[config.mk]
export PLATFORM = sky130hd
export DESIGN_NAME = play_top
export DESIGN_NICKNAME = d
export VERILOG_FILES = /design/src/play_pkg.sv /design/src/chart_sequencer.sv /design/src/lane_row.sv /design/src/field_composer.sv /design/src/score_judge.sv /design/src/play_top.sv
export SDC_FILE = /design/constraint.sdc
export NUM_CORES = 2
export LEC_CHECK = 0
export BUFFER_PORTS_ARGS = -buffer_cell sky130_fd_sc_hd__buf_4
export CAP_MARGIN = 10
export CORE_ASPECT_RATIO = 2
export CORE_MARGIN = 2
export CORE_UTILIZATION = 60
export DETAILED_ROUTE_END_ITERATION = 6
export PLACE_DENSITY = 0.87
export SLEW_MARGIN = 30
export SYNTH_ARGS = -nofsm -noshare
export SYNTH_HDL_FRONTEND = slang
export SYNTH_HIERARCHICAL = 1
export SYNTH_SLANG_ARGS = --single-unit
[constraint.sdc]
create_clock -name prog_clk -period 50.8 [get_ports prog_clk]
set_input_delay 2.54 -clock prog_clk [delete_from_list [all_inputs] [get_ports prog_clk]]
set_output_delay 2.54 -clock prog_clk [all_outputs]
set_load 0.01 [all_outputs]
[src/play_pkg.sv]
package play_pkg;

    // Octave field codes
    localparam logic [1:0] OCT_MID  = 2'b00;
    localparam logic [1:0] OCT_UP   = 2'b01;
    localparam logic [1:0] OCT_DOWN = 2'b10;

    typedef struct packed {
        logic [1:0] octave;
        // One-hot, bit 0 is C and bit 6 is B
        logic [6:0] keys;
    } note_fields_t;

    // Judge compares raw words, renderers look at the fields
    typedef union packed {
        logic [8:0]   raw;
        note_fields_t f;
    } note_t;

    // Eight characters, character 0 sits in bits 63:56
    typedef logic [63:0] row_text_t;

    localparam int CHART_LEN_DEF   = 64;
    localparam int LANE_ROWS_DEF   = 16;
    localparam int STEP_CYCLES_DEF = 8;
    localparam int COUNT_STEPS_DEF = 2;

    localparam logic [7:0] CH_HIT   = "#";
    localparam logic [7:0] CH_EMPTY = ".";
    localparam logic [7:0] CH_UP    = "+";
    localparam logic [7:0] CH_DOWN  = "-";
    localparam logic [7:0] CH_SPACE = " ";

    localparam int POINTS_PERFECT = 10;
    localparam int POINTS_GREAT   = 8;
    localparam int POINTS_GOOD    = 5;

    localparam int SCORE_W = 14;

endpackage

[src/chart_sequencer.sv]
`timescale 1ns/1ns

module chart_sequencer #(
    parameter int CHART_LEN   = play_pkg::CHART_LEN_DEF,
    parameter int LANE_ROWS   = play_pkg::LANE_ROWS_DEF,
    parameter int STEP_CYCLES = play_pkg::STEP_CYCLES_DEF,
    parameter int COUNT_STEPS = play_pkg::COUNT_STEPS_DEF
) (
    input  logic                           prog_clk,
    input  logic                           rst,
    input  logic                           start,
    input  logic                           chart_we,
    input  logic [$clog2(CHART_LEN)-1:0]   chart_addr,
    input  play_pkg::note_t                chart_note,
    input  logic [$clog2(CHART_LEN+1)-1:0] chart_len,
    output logic                           step,
    output logic [1:0]                     countdown,
    output logic                           playing,
    output logic                           done,
    output logic [$clog2(CHART_LEN)-1:0]   position,
    output play_pkg::note_t                cur_note,
    output play_pkg::note_t                window_notes [LANE_ROWS]
);
    import play_pkg::*;

    localparam int ADDR_W  = $clog2(CHART_LEN);
    localparam int LEN_W   = $clog2(CHART_LEN+1);
    localparam int STEP_W  = $clog2(STEP_CYCLES+1);
    localparam int DIGIT_W = $clog2(COUNT_STEPS+1);

    note_t              chart_mem [CHART_LEN];
    logic [STEP_W-1:0]  step_cnt;
    logic [DIGIT_W-1:0] digit_cnt;
    logic [ADDR_W-1:0]  win_base;
    logic               running;
    logic               idle;
    logic               last_step;

    assign running   = (countdown != 2'd0) || playing;
    assign idle      = !running;
    assign step      = running && (step_cnt == STEP_W'(STEP_CYCLES-1));
    assign last_step = (LEN_W'(position) + LEN_W'(1)) >= chart_len;

    // Chart is locked once the countdown begins
    always_ff @(posedge prog_clk or posedge rst) begin
        if (rst) begin
            for (int i = 0; i < CHART_LEN; i++) begin
                chart_mem[i] <= '0;
            end
        end else if (chart_we && idle) begin
            chart_mem[chart_addr] <= chart_note;
        end
    end

    always_ff @(posedge prog_clk or posedge rst) begin
        if (rst) begin
            step_cnt  <= '0;
            digit_cnt <= '0;
            countdown <= 2'd0;
            playing   <= 1'b0;
            done      <= 1'b0;
            position  <= '0;
        end else if (start && idle) begin
            step_cnt  <= '0;
            digit_cnt <= '0;
            countdown <= 2'd3;
            done      <= 1'b0;
            position  <= '0;
        end else if (running) begin
            step_cnt <= step ? '0 : step_cnt + STEP_W'(1);
            if (step && countdown != 2'd0) begin
                if (digit_cnt == DIGIT_W'(COUNT_STEPS-1)) begin
                    digit_cnt <= '0;
                    countdown <= countdown - 2'd1;
                    // Last digit hands over to play
                    if (countdown == 2'd1) begin
                        playing  <= 1'b1;
                        position <= '0;
                    end
                end else begin
                    digit_cnt <= digit_cnt + DIGIT_W'(1);
                end
            end else if (step && playing) begin
                if (last_step) begin
                    playing <= 1'b0;
                    done    <= 1'b1;
                end else begin
                    position <= position + ADDR_W'(1);
                end
            end
        end
    end

    assign cur_note = chart_mem[position];

    // Keep the window inside the chart near its end
    assign win_base = (int'(position) + LANE_ROWS > CHART_LEN) ?
                      ADDR_W'(CHART_LEN - LANE_ROWS) : position;

    always_comb begin
        for (int r = 0; r < LANE_ROWS; r++) begin
            window_notes[r] = chart_mem[ADDR_W'(int'(win_base) + r)];
        end
    end

endmodule

[src/lane_row.sv]
`timescale 1ns/1ns

module lane_row (
    input  logic                prog_clk,
    input  logic                rst,
    input  play_pkg::note_t     note,
    output play_pkg::row_text_t row_text
);
    import play_pkg::*;

    row_text_t row_next;

    always_comb begin
        row_next = '0;
        // Characters 0 to 6 are the keys C to B
        for (int k = 0; k < 7; k++) begin
            row_next[63-8*k -: 8] = note.f.keys[k] ? CH_HIT : CH_EMPTY;
        end
        case (note.f.octave)
            OCT_UP:   row_next[7:0] = CH_UP;
            OCT_DOWN: row_next[7:0] = CH_DOWN;
            default:  row_next[7:0] = CH_EMPTY;
        endcase
    end

    always_ff @(posedge prog_clk or posedge rst) begin
        if (rst) begin
            row_text <= {8{CH_SPACE}};
        end else begin
            row_text <= row_next;
        end
    end

endmodule

[src/field_composer.sv]
`timescale 1ns/1ns

module field_composer #(
    parameter int LANE_ROWS = play_pkg::LANE_ROWS_DEF
) (
    input  logic                prog_clk,
    input  logic                rst,
    input  logic [1:0]          countdown,
    input  logic                playing,
    input  logic                done,
    input  play_pkg::row_text_t rows [LANE_ROWS],
    input  play_pkg::note_t     cur_note,
    output play_pkg::row_text_t field_text [LANE_ROWS],
    output logic [7:0]          led
);
    import play_pkg::*;

    logic [1:0] countdown_d;
    logic       playing_d;
    logic       done_d;
    note_t      cur_note_d;
    logic [7:0] digit_ch;
    logic [7:0] led_next;

    // State delayed by one cycle so it lines up with the row registers
    always_ff @(posedge prog_clk or posedge rst) begin
        if (rst) begin
            countdown_d <= 2'd0;
            playing_d   <= 1'b0;
            done_d      <= 1'b0;
            cur_note_d  <= '0;
        end else begin
            countdown_d <= countdown;
            playing_d   <= playing;
            done_d      <= done;
            cur_note_d  <= cur_note;
        end
    end

    assign digit_ch = "0" + 8'(countdown_d);

    always_comb begin
        led_next[0] = (cur_note_d.f.octave != OCT_MID);
        // C on the leftmost LED
        for (int k = 0; k < 7; k++) begin
            led_next[7-k] = cur_note_d.f.keys[k];
        end
    end

    always_ff @(posedge prog_clk or posedge rst) begin
        if (rst) begin
            for (int r = 0; r < LANE_ROWS; r++) begin
                field_text[r] <= {8{CH_SPACE}};
            end
            led <= 8'd0;
        end else begin
            for (int r = 0; r < LANE_ROWS; r++) begin
                if (countdown_d != 2'd0) begin
                    field_text[r] <= {8{digit_ch}};
                end else if (playing_d || done_d) begin
                    field_text[r] <= rows[r];
                end else begin
                    field_text[r] <= {8{CH_SPACE}};
                end
            end
            led <= playing_d ? led_next : 8'd0;
        end
    end

endmodule

[src/score_judge.sv]
`timescale 1ns/1ns

module score_judge (
    input  logic                          prog_clk,
    input  logic                          rst,
    input  logic                          start,
    input  logic                          step,
    input  logic                          playing,
    input  play_pkg::note_t               cur_note,
    input  play_pkg::note_t               keys,
    output logic [play_pkg::SCORE_W-1:0]  score
);
    import play_pkg::*;

    // hist[0] is one step back, hist[2] three steps back
    note_t              hist [3];
    logic [SCORE_W-1:0] points;

    always_comb begin
        if (cur_note.raw == 9'd0) begin
            points = '0;
        end else if (cur_note.raw == keys.raw || cur_note.raw == hist[0].raw) begin
            points = SCORE_W'(POINTS_PERFECT);
        end else if (cur_note.raw == hist[1].raw) begin
            points = SCORE_W'(POINTS_GREAT);
        end else if (cur_note.raw == hist[2].raw) begin
            points = SCORE_W'(POINTS_GOOD);
        end else begin
            points = '0;
        end
    end

    always_ff @(posedge prog_clk or posedge rst) begin
        if (rst) begin
            score <= '0;
            for (int i = 0; i < 3; i++) begin
                hist[i] <= '0;
            end
        end else if (start && !playing) begin
            score <= '0;
            for (int i = 0; i < 3; i++) begin
                hist[i] <= '0;
            end
        end else if (step && playing) begin
            hist[0] <= keys;
            hist[1] <= hist[0];
            hist[2] <= hist[1];
            score   <= score + points;
        end
    end

endmodule

[src/play_top.sv]
`timescale 1ns/1ns

module play_top #(
    parameter int CHART_LEN   = play_pkg::CHART_LEN_DEF,
    parameter int LANE_ROWS   = play_pkg::LANE_ROWS_DEF,
    parameter int STEP_CYCLES = play_pkg::STEP_CYCLES_DEF,
    parameter int COUNT_STEPS = play_pkg::COUNT_STEPS_DEF
) (
    input  logic                           prog_clk,
    input  logic                           rst,
    input  logic                           start,
    input  logic                           chart_we,
    input  logic [$clog2(CHART_LEN)-1:0]   chart_addr,
    input  play_pkg::note_t                chart_note,
    input  logic [$clog2(CHART_LEN+1)-1:0] chart_len,
    input  play_pkg::note_t                keys,
    output logic [1:0]                     countdown,
    output logic                           playing,
    output logic                           done,
    output logic [$clog2(CHART_LEN)-1:0]   position,
    output logic [play_pkg::SCORE_W-1:0]   score,
    output play_pkg::row_text_t            field_text [LANE_ROWS],
    output logic [7:0]                     led
);
    import play_pkg::*;

    logic      step;
    note_t     cur_note;
    note_t     window_notes [LANE_ROWS];
    row_text_t row_text [LANE_ROWS];

    chart_sequencer #(
        .CHART_LEN   (CHART_LEN),
        .LANE_ROWS   (LANE_ROWS),
        .STEP_CYCLES (STEP_CYCLES),
        .COUNT_STEPS (COUNT_STEPS)
    ) seq_inst (
        .prog_clk     (prog_clk),
        .rst          (rst),
        .start        (start),
        .chart_we     (chart_we),
        .chart_addr   (chart_addr),
        .chart_note   (chart_note),
        .chart_len    (chart_len),
        .step         (step),
        .countdown    (countdown),
        .playing      (playing),
        .done         (done),
        .position     (position),
        .cur_note     (cur_note),
        .window_notes (window_notes)
    );

    // One renderer per visible row
    for (genvar r = 0; r < LANE_ROWS; r++) begin : g_row
        lane_row row_inst (
            .prog_clk (prog_clk),
            .rst      (rst),
            .note     (window_notes[r]),
            .row_text (row_text[r])
        );
    end

    field_composer #(
        .LANE_ROWS (LANE_ROWS)
    ) comp_inst (
        .prog_clk   (prog_clk),
        .rst        (rst),
        .countdown  (countdown),
        .playing    (playing),
        .done       (done),
        .rows       (row_text),
        .cur_note   (cur_note),
        .field_text (field_text),
        .led        (led)
    );

    score_judge judge_inst (
        .prog_clk (prog_clk),
        .rst      (rst),
        .start    (start),
        .step     (step),
        .playing  (playing),
        .cur_note (cur_note),
        .keys     (keys),
        .score    (score)
    );

endmodule

==> impl_metrics.ini, run 1 <==
[synthesis]
synth_warnings = 6
share_of_flip_flops_with_an_asynchronous_set_or_reset = 1.00
yosys_register_bits = 1966
synthDistinctLibCells = 96
synth.avg_cell_area_um2 = 10.6
synth_sequential_area_ratio = 0.436
post-synth-top-area-cell = dfrtp_1
dominantRegCellSynth = dfrtp_1
synth-edff-count = 0
post_synthesis_instance_area_um2 = 113000
top_post_synthesis_cells_by_area = dfrtp_1, mux2_2, mux4_2
syn_inst = 10600
synth_top_area_frac = 0.406

[status]
error_line = [ERROR GRT-0116] Global routing finished with congestion. Check the congestion regions in the DRC Viewer.
outcome = stopped before the end
last_flow_stage_reached = 5_1_grt

[clocking]
cts_hold_buf = 0
post-cts-setup-buffers = 0
clock_tree.root_cell = clkbuf_16
cts_resized = 0
tritoncts_num_sinks = 1966
ctsHtreeMaxLevel = 4
worst_case_clock_buffer_depth = 4
cts-buffers-inserted = 176

[floorplanning]
placement_rows = 225
dieWidth_um = 311
design.portCount = 1091
die_y_um = 618
floorplan.initialDensity = 0.603

[placement]
routability_congestion = 1.24
place_inst = 13400
hpwl_um = 449000
port_buffers = 1090

[grt]
pin_count_of_the_biggest_net_entering_global_routing = 159
globalRouteOverflowTotal = 442
grt_usage = 0.715
grt_pass1_vias = 113000
wire_length_of_the_first_global_routing_pass_um = 978000
## metal layers
metal / overflow / track usage
met1: 6 / 0.713
met2: 236 / 0.924
met3: 7 / 0.500
met4: 193 / 0.745
met5: 0 / 0.131
## per-stage QoR
step           hold slack (ns)  setup WS (ns)  instance area [um^2]
2_1_floorplan            0.426          19.06                115000
3_3_place_gp             0.430          41.24                121000
3_5_place_dp             0.430          41.41                121000
4_1_cts                  0.418          41.35                127000
## cell usage after synthesis, types with 145 or more instances
library cell  number
nand3_1          223
mux2_2           749
nor2_1           279
nor3_1           163
dfrtp_1         1838
or3_1            145
and3_1           532
mux2i_1          596
buf_2            203
nand2_1          917
mux4_2           363
a21o_1           420
o21ai_0          298
inv_1            333
buf_4            765
a21oi_1          265
o22ai_1          192
clkbuf_1         541
## logic make-up after synthesis
family | Yosys count | share of synthesized area
simple gates | 2533 | 0.111
compound gates | 2283 | 0.145
buf+inv | 1994 | 0.0954
flops | 1966 | 0.436
mux | 1708 | 0.199
xor+xnor | 70 | 0.00541
fa+ha+maj | 62 | 0.00692
other cells | 32 | 0.00106
==> run 2: changes to the inputs <==
--- a/config.mk
+++ b/config.mk
@@ -7,11 +7,10 @@
 export LEC_CHECK = 0
 export BUFFER_PORTS_ARGS = -buffer_cell sky130_fd_sc_hd__buf_4
 export CAP_MARGIN = 10
-export CORE_ASPECT_RATIO = 2
 export CORE_MARGIN = 2
-export CORE_UTILIZATION = 60
+export CORE_UTILIZATION = 40
 export DETAILED_ROUTE_END_ITERATION = 6
-export PLACE_DENSITY = 0.87
+export PLACE_DENSITY_LB_ADDON = 0.15
 export SLEW_MARGIN = 30
 export SYNTH_ARGS = -nofsm -noshare
 export SYNTH_HDL_FRONTEND = slang
==> impl_metrics.ini, run 2 <==
[status]
outcome = finished, violations left
failed_checks = design-rule violations

[power_and_ir_drop]
p_comb_frac = 0.444
p_switching_mw = 2.76
total_power_mw = 6.32
leakagePower_nw = 59.4
net_sw_frac = 0.436
share_clk_of_total_power = 0.263
power.density_nw_per_um2 = 48.6
share_seq_of_total_power = 0.293
peakVddDrop_mv = 0.0635
internal_power_mw = 3.57

[clocking]
cts-buffers-inserted = 218
tritoncts_num_sinks = 1966
worst_case_clock_buffer_depth = 4
ctsHtreeMaxLevel = 4
clock_tree.root_cell = clkbuf_16
cts_resized = 0
cts_hold_buf = 0
clkTransAtPathRegs_ns = 0.06
clk_latency_ns = 0.95
post-cts-setup-buffers = 0
tritoncts_clock_tree = yes

[synthesis]
synth.avg_cell_area_um2 = 10.6
synth-edff-count = 0
synth_top_cells_by_count = dfrtp_1, nand2_1, buf_4
yosys_register_bits = 1966
yosysMostFrequentCell = dfrtp_1
post_synthesis_instance_area_um2 = 113000
post-synth-top-area-cell = dfrtp_1
synth_top_area_frac = 0.406
syn_inst = 10600
synthDistinctLibCells = 96
synth_warnings = 6
dominantRegCellSynth = dfrtp_1
share_of_flip_flops_with_an_asynchronous_set_or_reset = 1.00
top_post_synthesis_cells_by_area = dfrtp_1, mux2_2, mux4_2
synth_sequential_area_ratio = 0.436

[timing]
rsz0062_at_grt = no
final.hold.worst_slack_ns = 0.444
worst-slew-pin-transition_ns = 1.17
fmax_ghz = 0.110
fin_setup_tns_ns = 0
hold_viol = 0
worst_skew_ns = 0.0709
finalCritPeriodShare = 0.179
final-max-slew-violation-count = 0
slew_headroom = 0.215
period_needed_ns = 9.11
final.setup.worst_slack_ns = 41.69
total_of_endpoints_with_negative_setup_slack_in_the_final_report = 0

[worst_setup_path]
worst_setup_path_start_kind = flip-flop
worst_path_most_repeated_cell = buf_4
critical_path.cell_chain = inv_2, ha_1, nor3b_4, buf_4, o21ai_4, buf_4, buf_4, buf_4, ha_4, buf_4, buf_4, mux4_2, mux2i_1, buf_4, o22ai_1, or4_1, ha_1, inv_1
worst-path-max-fanout = 60
crit_path_end_kind = flip-flop
path_class = flip-flop to flip-flop
slowest_delay_ns = 1.02
cp.required_ns = 51.58
cp_num_buf_inv = 9
critical_path.top_delay_family = buffers and inverters
crit_slowest_cell = dfrtp_4
worst_ep_arrival_time_ns = 9.89

[placement]
post_dp_cell_area_um2 = 122000
place_inst = 14600
routability_congestion = 1.17
placement.setup.worst_slack_ns = 42.18
hpwl_um = 510000
port_buffers = 1090

[layout]
layout.nets = 11200
synthToLayoutAreaGrowth_pct = 14.9
register_ranked_first_by_flip_flop_count = comp_inst/field_text
postLayoutCellArea_um2 = 130000
layout.cells.most_common_list = dfrtp_1, buf_4, nand2_1, mux2_2, mux2i_1
utilization = 0.462
layout.cells.most_common = dfrtp_1
post_layout_nonfiller_instances = 15100
drive_gt1_frac = 0.293
largest_register_ffs = 1024
reg_top3 = comp_inst/field_text x1024, seq_inst/chart_mem x576, g_row.row_inst/row_text x288

[floorplanning]
placement_rows = 195
die_y_um = 536
coreArea_um2 = 282000
design.portCount = 1091
die_footprint_um2 = 287000
floorplan.initialDensity = 0.402
dieWidth_um = 536

[detailed_routing]
drt-pass1-iter-count = 7
detail_route.drc_violations = 10
drt.antenna.violating_nets = 0
avgRoutedWirePerCell_um = 43.7
routed-via-count = 98400
finalWirelength_um = 661000
post_drt_via_cell_ratio = 6.51
drt_iter0_drc = 14400

[run]
drv.max_cap_violation_count = 0

[grt]
wire_length_of_the_first_global_routing_pass_um = 864000
pin_count_of_the_biggest_net_entering_global_routing = 246
grt_pass1_vias = 89700
grt_usage = 0.446
antenna_found_initial = 90
globalRouteOverflowTotal = 0

[min_path]
worst_hold_path_type = flip-flop to flip-flop
-- run 2: cell counts after synthesis --
Identical to the previous run, type by type.
-- run 2: metal layers --
layer / global-route usage / part of all wire / routed length, um / vias up
met2: 0.616 / 0.40 / 267000 / 7365
met4: 0.321 / 0.090 / 59300 / 52
met3: 0.205 / 0.14 / 90200 / 1705
li1: - / - / - / 38700
met5: 0 / 0.00060 / 394 / -
met1: 0.545 / 0.37 / 244000 / 50500
-- run 2: path summary, 6_finish.rpt --
path	start	endpoint	slack, ns	cells past startpoint
min	g_row[12].row_inst/row_text[40]$_DFF_PP0_	comp_inst/field_text[232]$_DFF_PP0_	0.44	1
min in group asynchronous	rst	comp_inst/field_text[458]$_DFF_PP0_	1.81	2
max in group asynchronous	rst	comp_inst/cur_note_d[8]$_DFF_PP0_	45.39	6
min reg2reg	g_row[12].row_inst/row_text[40]$_DFF_PP0_	comp_inst/field_text[232]$_DFF_PP0_	0.44	1
max	seq_inst/position[1]$_DFFE_PP0P_	g_row[3].row_inst/row_text[0]$_DFF_PP0_	41.69	18
max reg2reg	seq_inst/position[1]$_DFFE_PP0P_	g_row[3].row_inst/row_text[0]$_DFF_PP0_	41.69	18
-- run 2: area by class of cell --
class	count	area (um^2)
Sequential cell	1966	49400
Clock buffer	305	6330
Antenna cell	71	178
Clock inverter	91	1140
Fill cell	26200	152000
Timing Repair Buffer	1420	11000
Inverter	340	1310
Tap cell	3743	4680
Multi-Input combinational cell	7184	56100
-- run 2: power by group through the flow --
| stage | Combinational [mW] | Sequential (mW) | Clock (mW) |
|---|---|---|---|
| finish | 2.81 | 1.85 | 1.67 |
| global route | 2.81 | 1.86 | 1.76 |
| CTS | 2.67 | 1.85 | 1.69 |
| detailed placement | 2.66 | 1.88 | 0 |
| global placement | 2.65 | 1.88 | 0 |
| floorplan | 1.44 | 1.86 | 0 |
-- run 2: worst reg2reg max path: cells and delay by family, from the launching register on --
| family | cells | cell delay (ns) |
|---|---|---|
| flops | 1 | 1.02 |
| mux | 2 | 1.14 |
| compound gates | 2 | 0.41 |
| simple gates | 2 | 0.77 |
| buf+inv | 9 | 4.16 |
| fa+ha+maj | 3 | 1.50 |
-- run 2: cells by family (layout without fill, tap and decap cells) --
kind of cell / count (synthesis) / count (layout) / share of synthesized area
other cells: 32 / 599 / 0.00106
compound gates: 2283 / 2283 / 0.145
flops: 1966 / 1966 / 0.436
fa+ha+maj: 62 / 62 / 0.00692
simple gates: 2533 / 2533 / 0.111
buf+inv: 1994 / 2156 / 0.0954
mux: 1708 / 1708 / 0.199
xor+xnor: 70 / 70 / 0.00541
(Power assumes the default switching activity.)
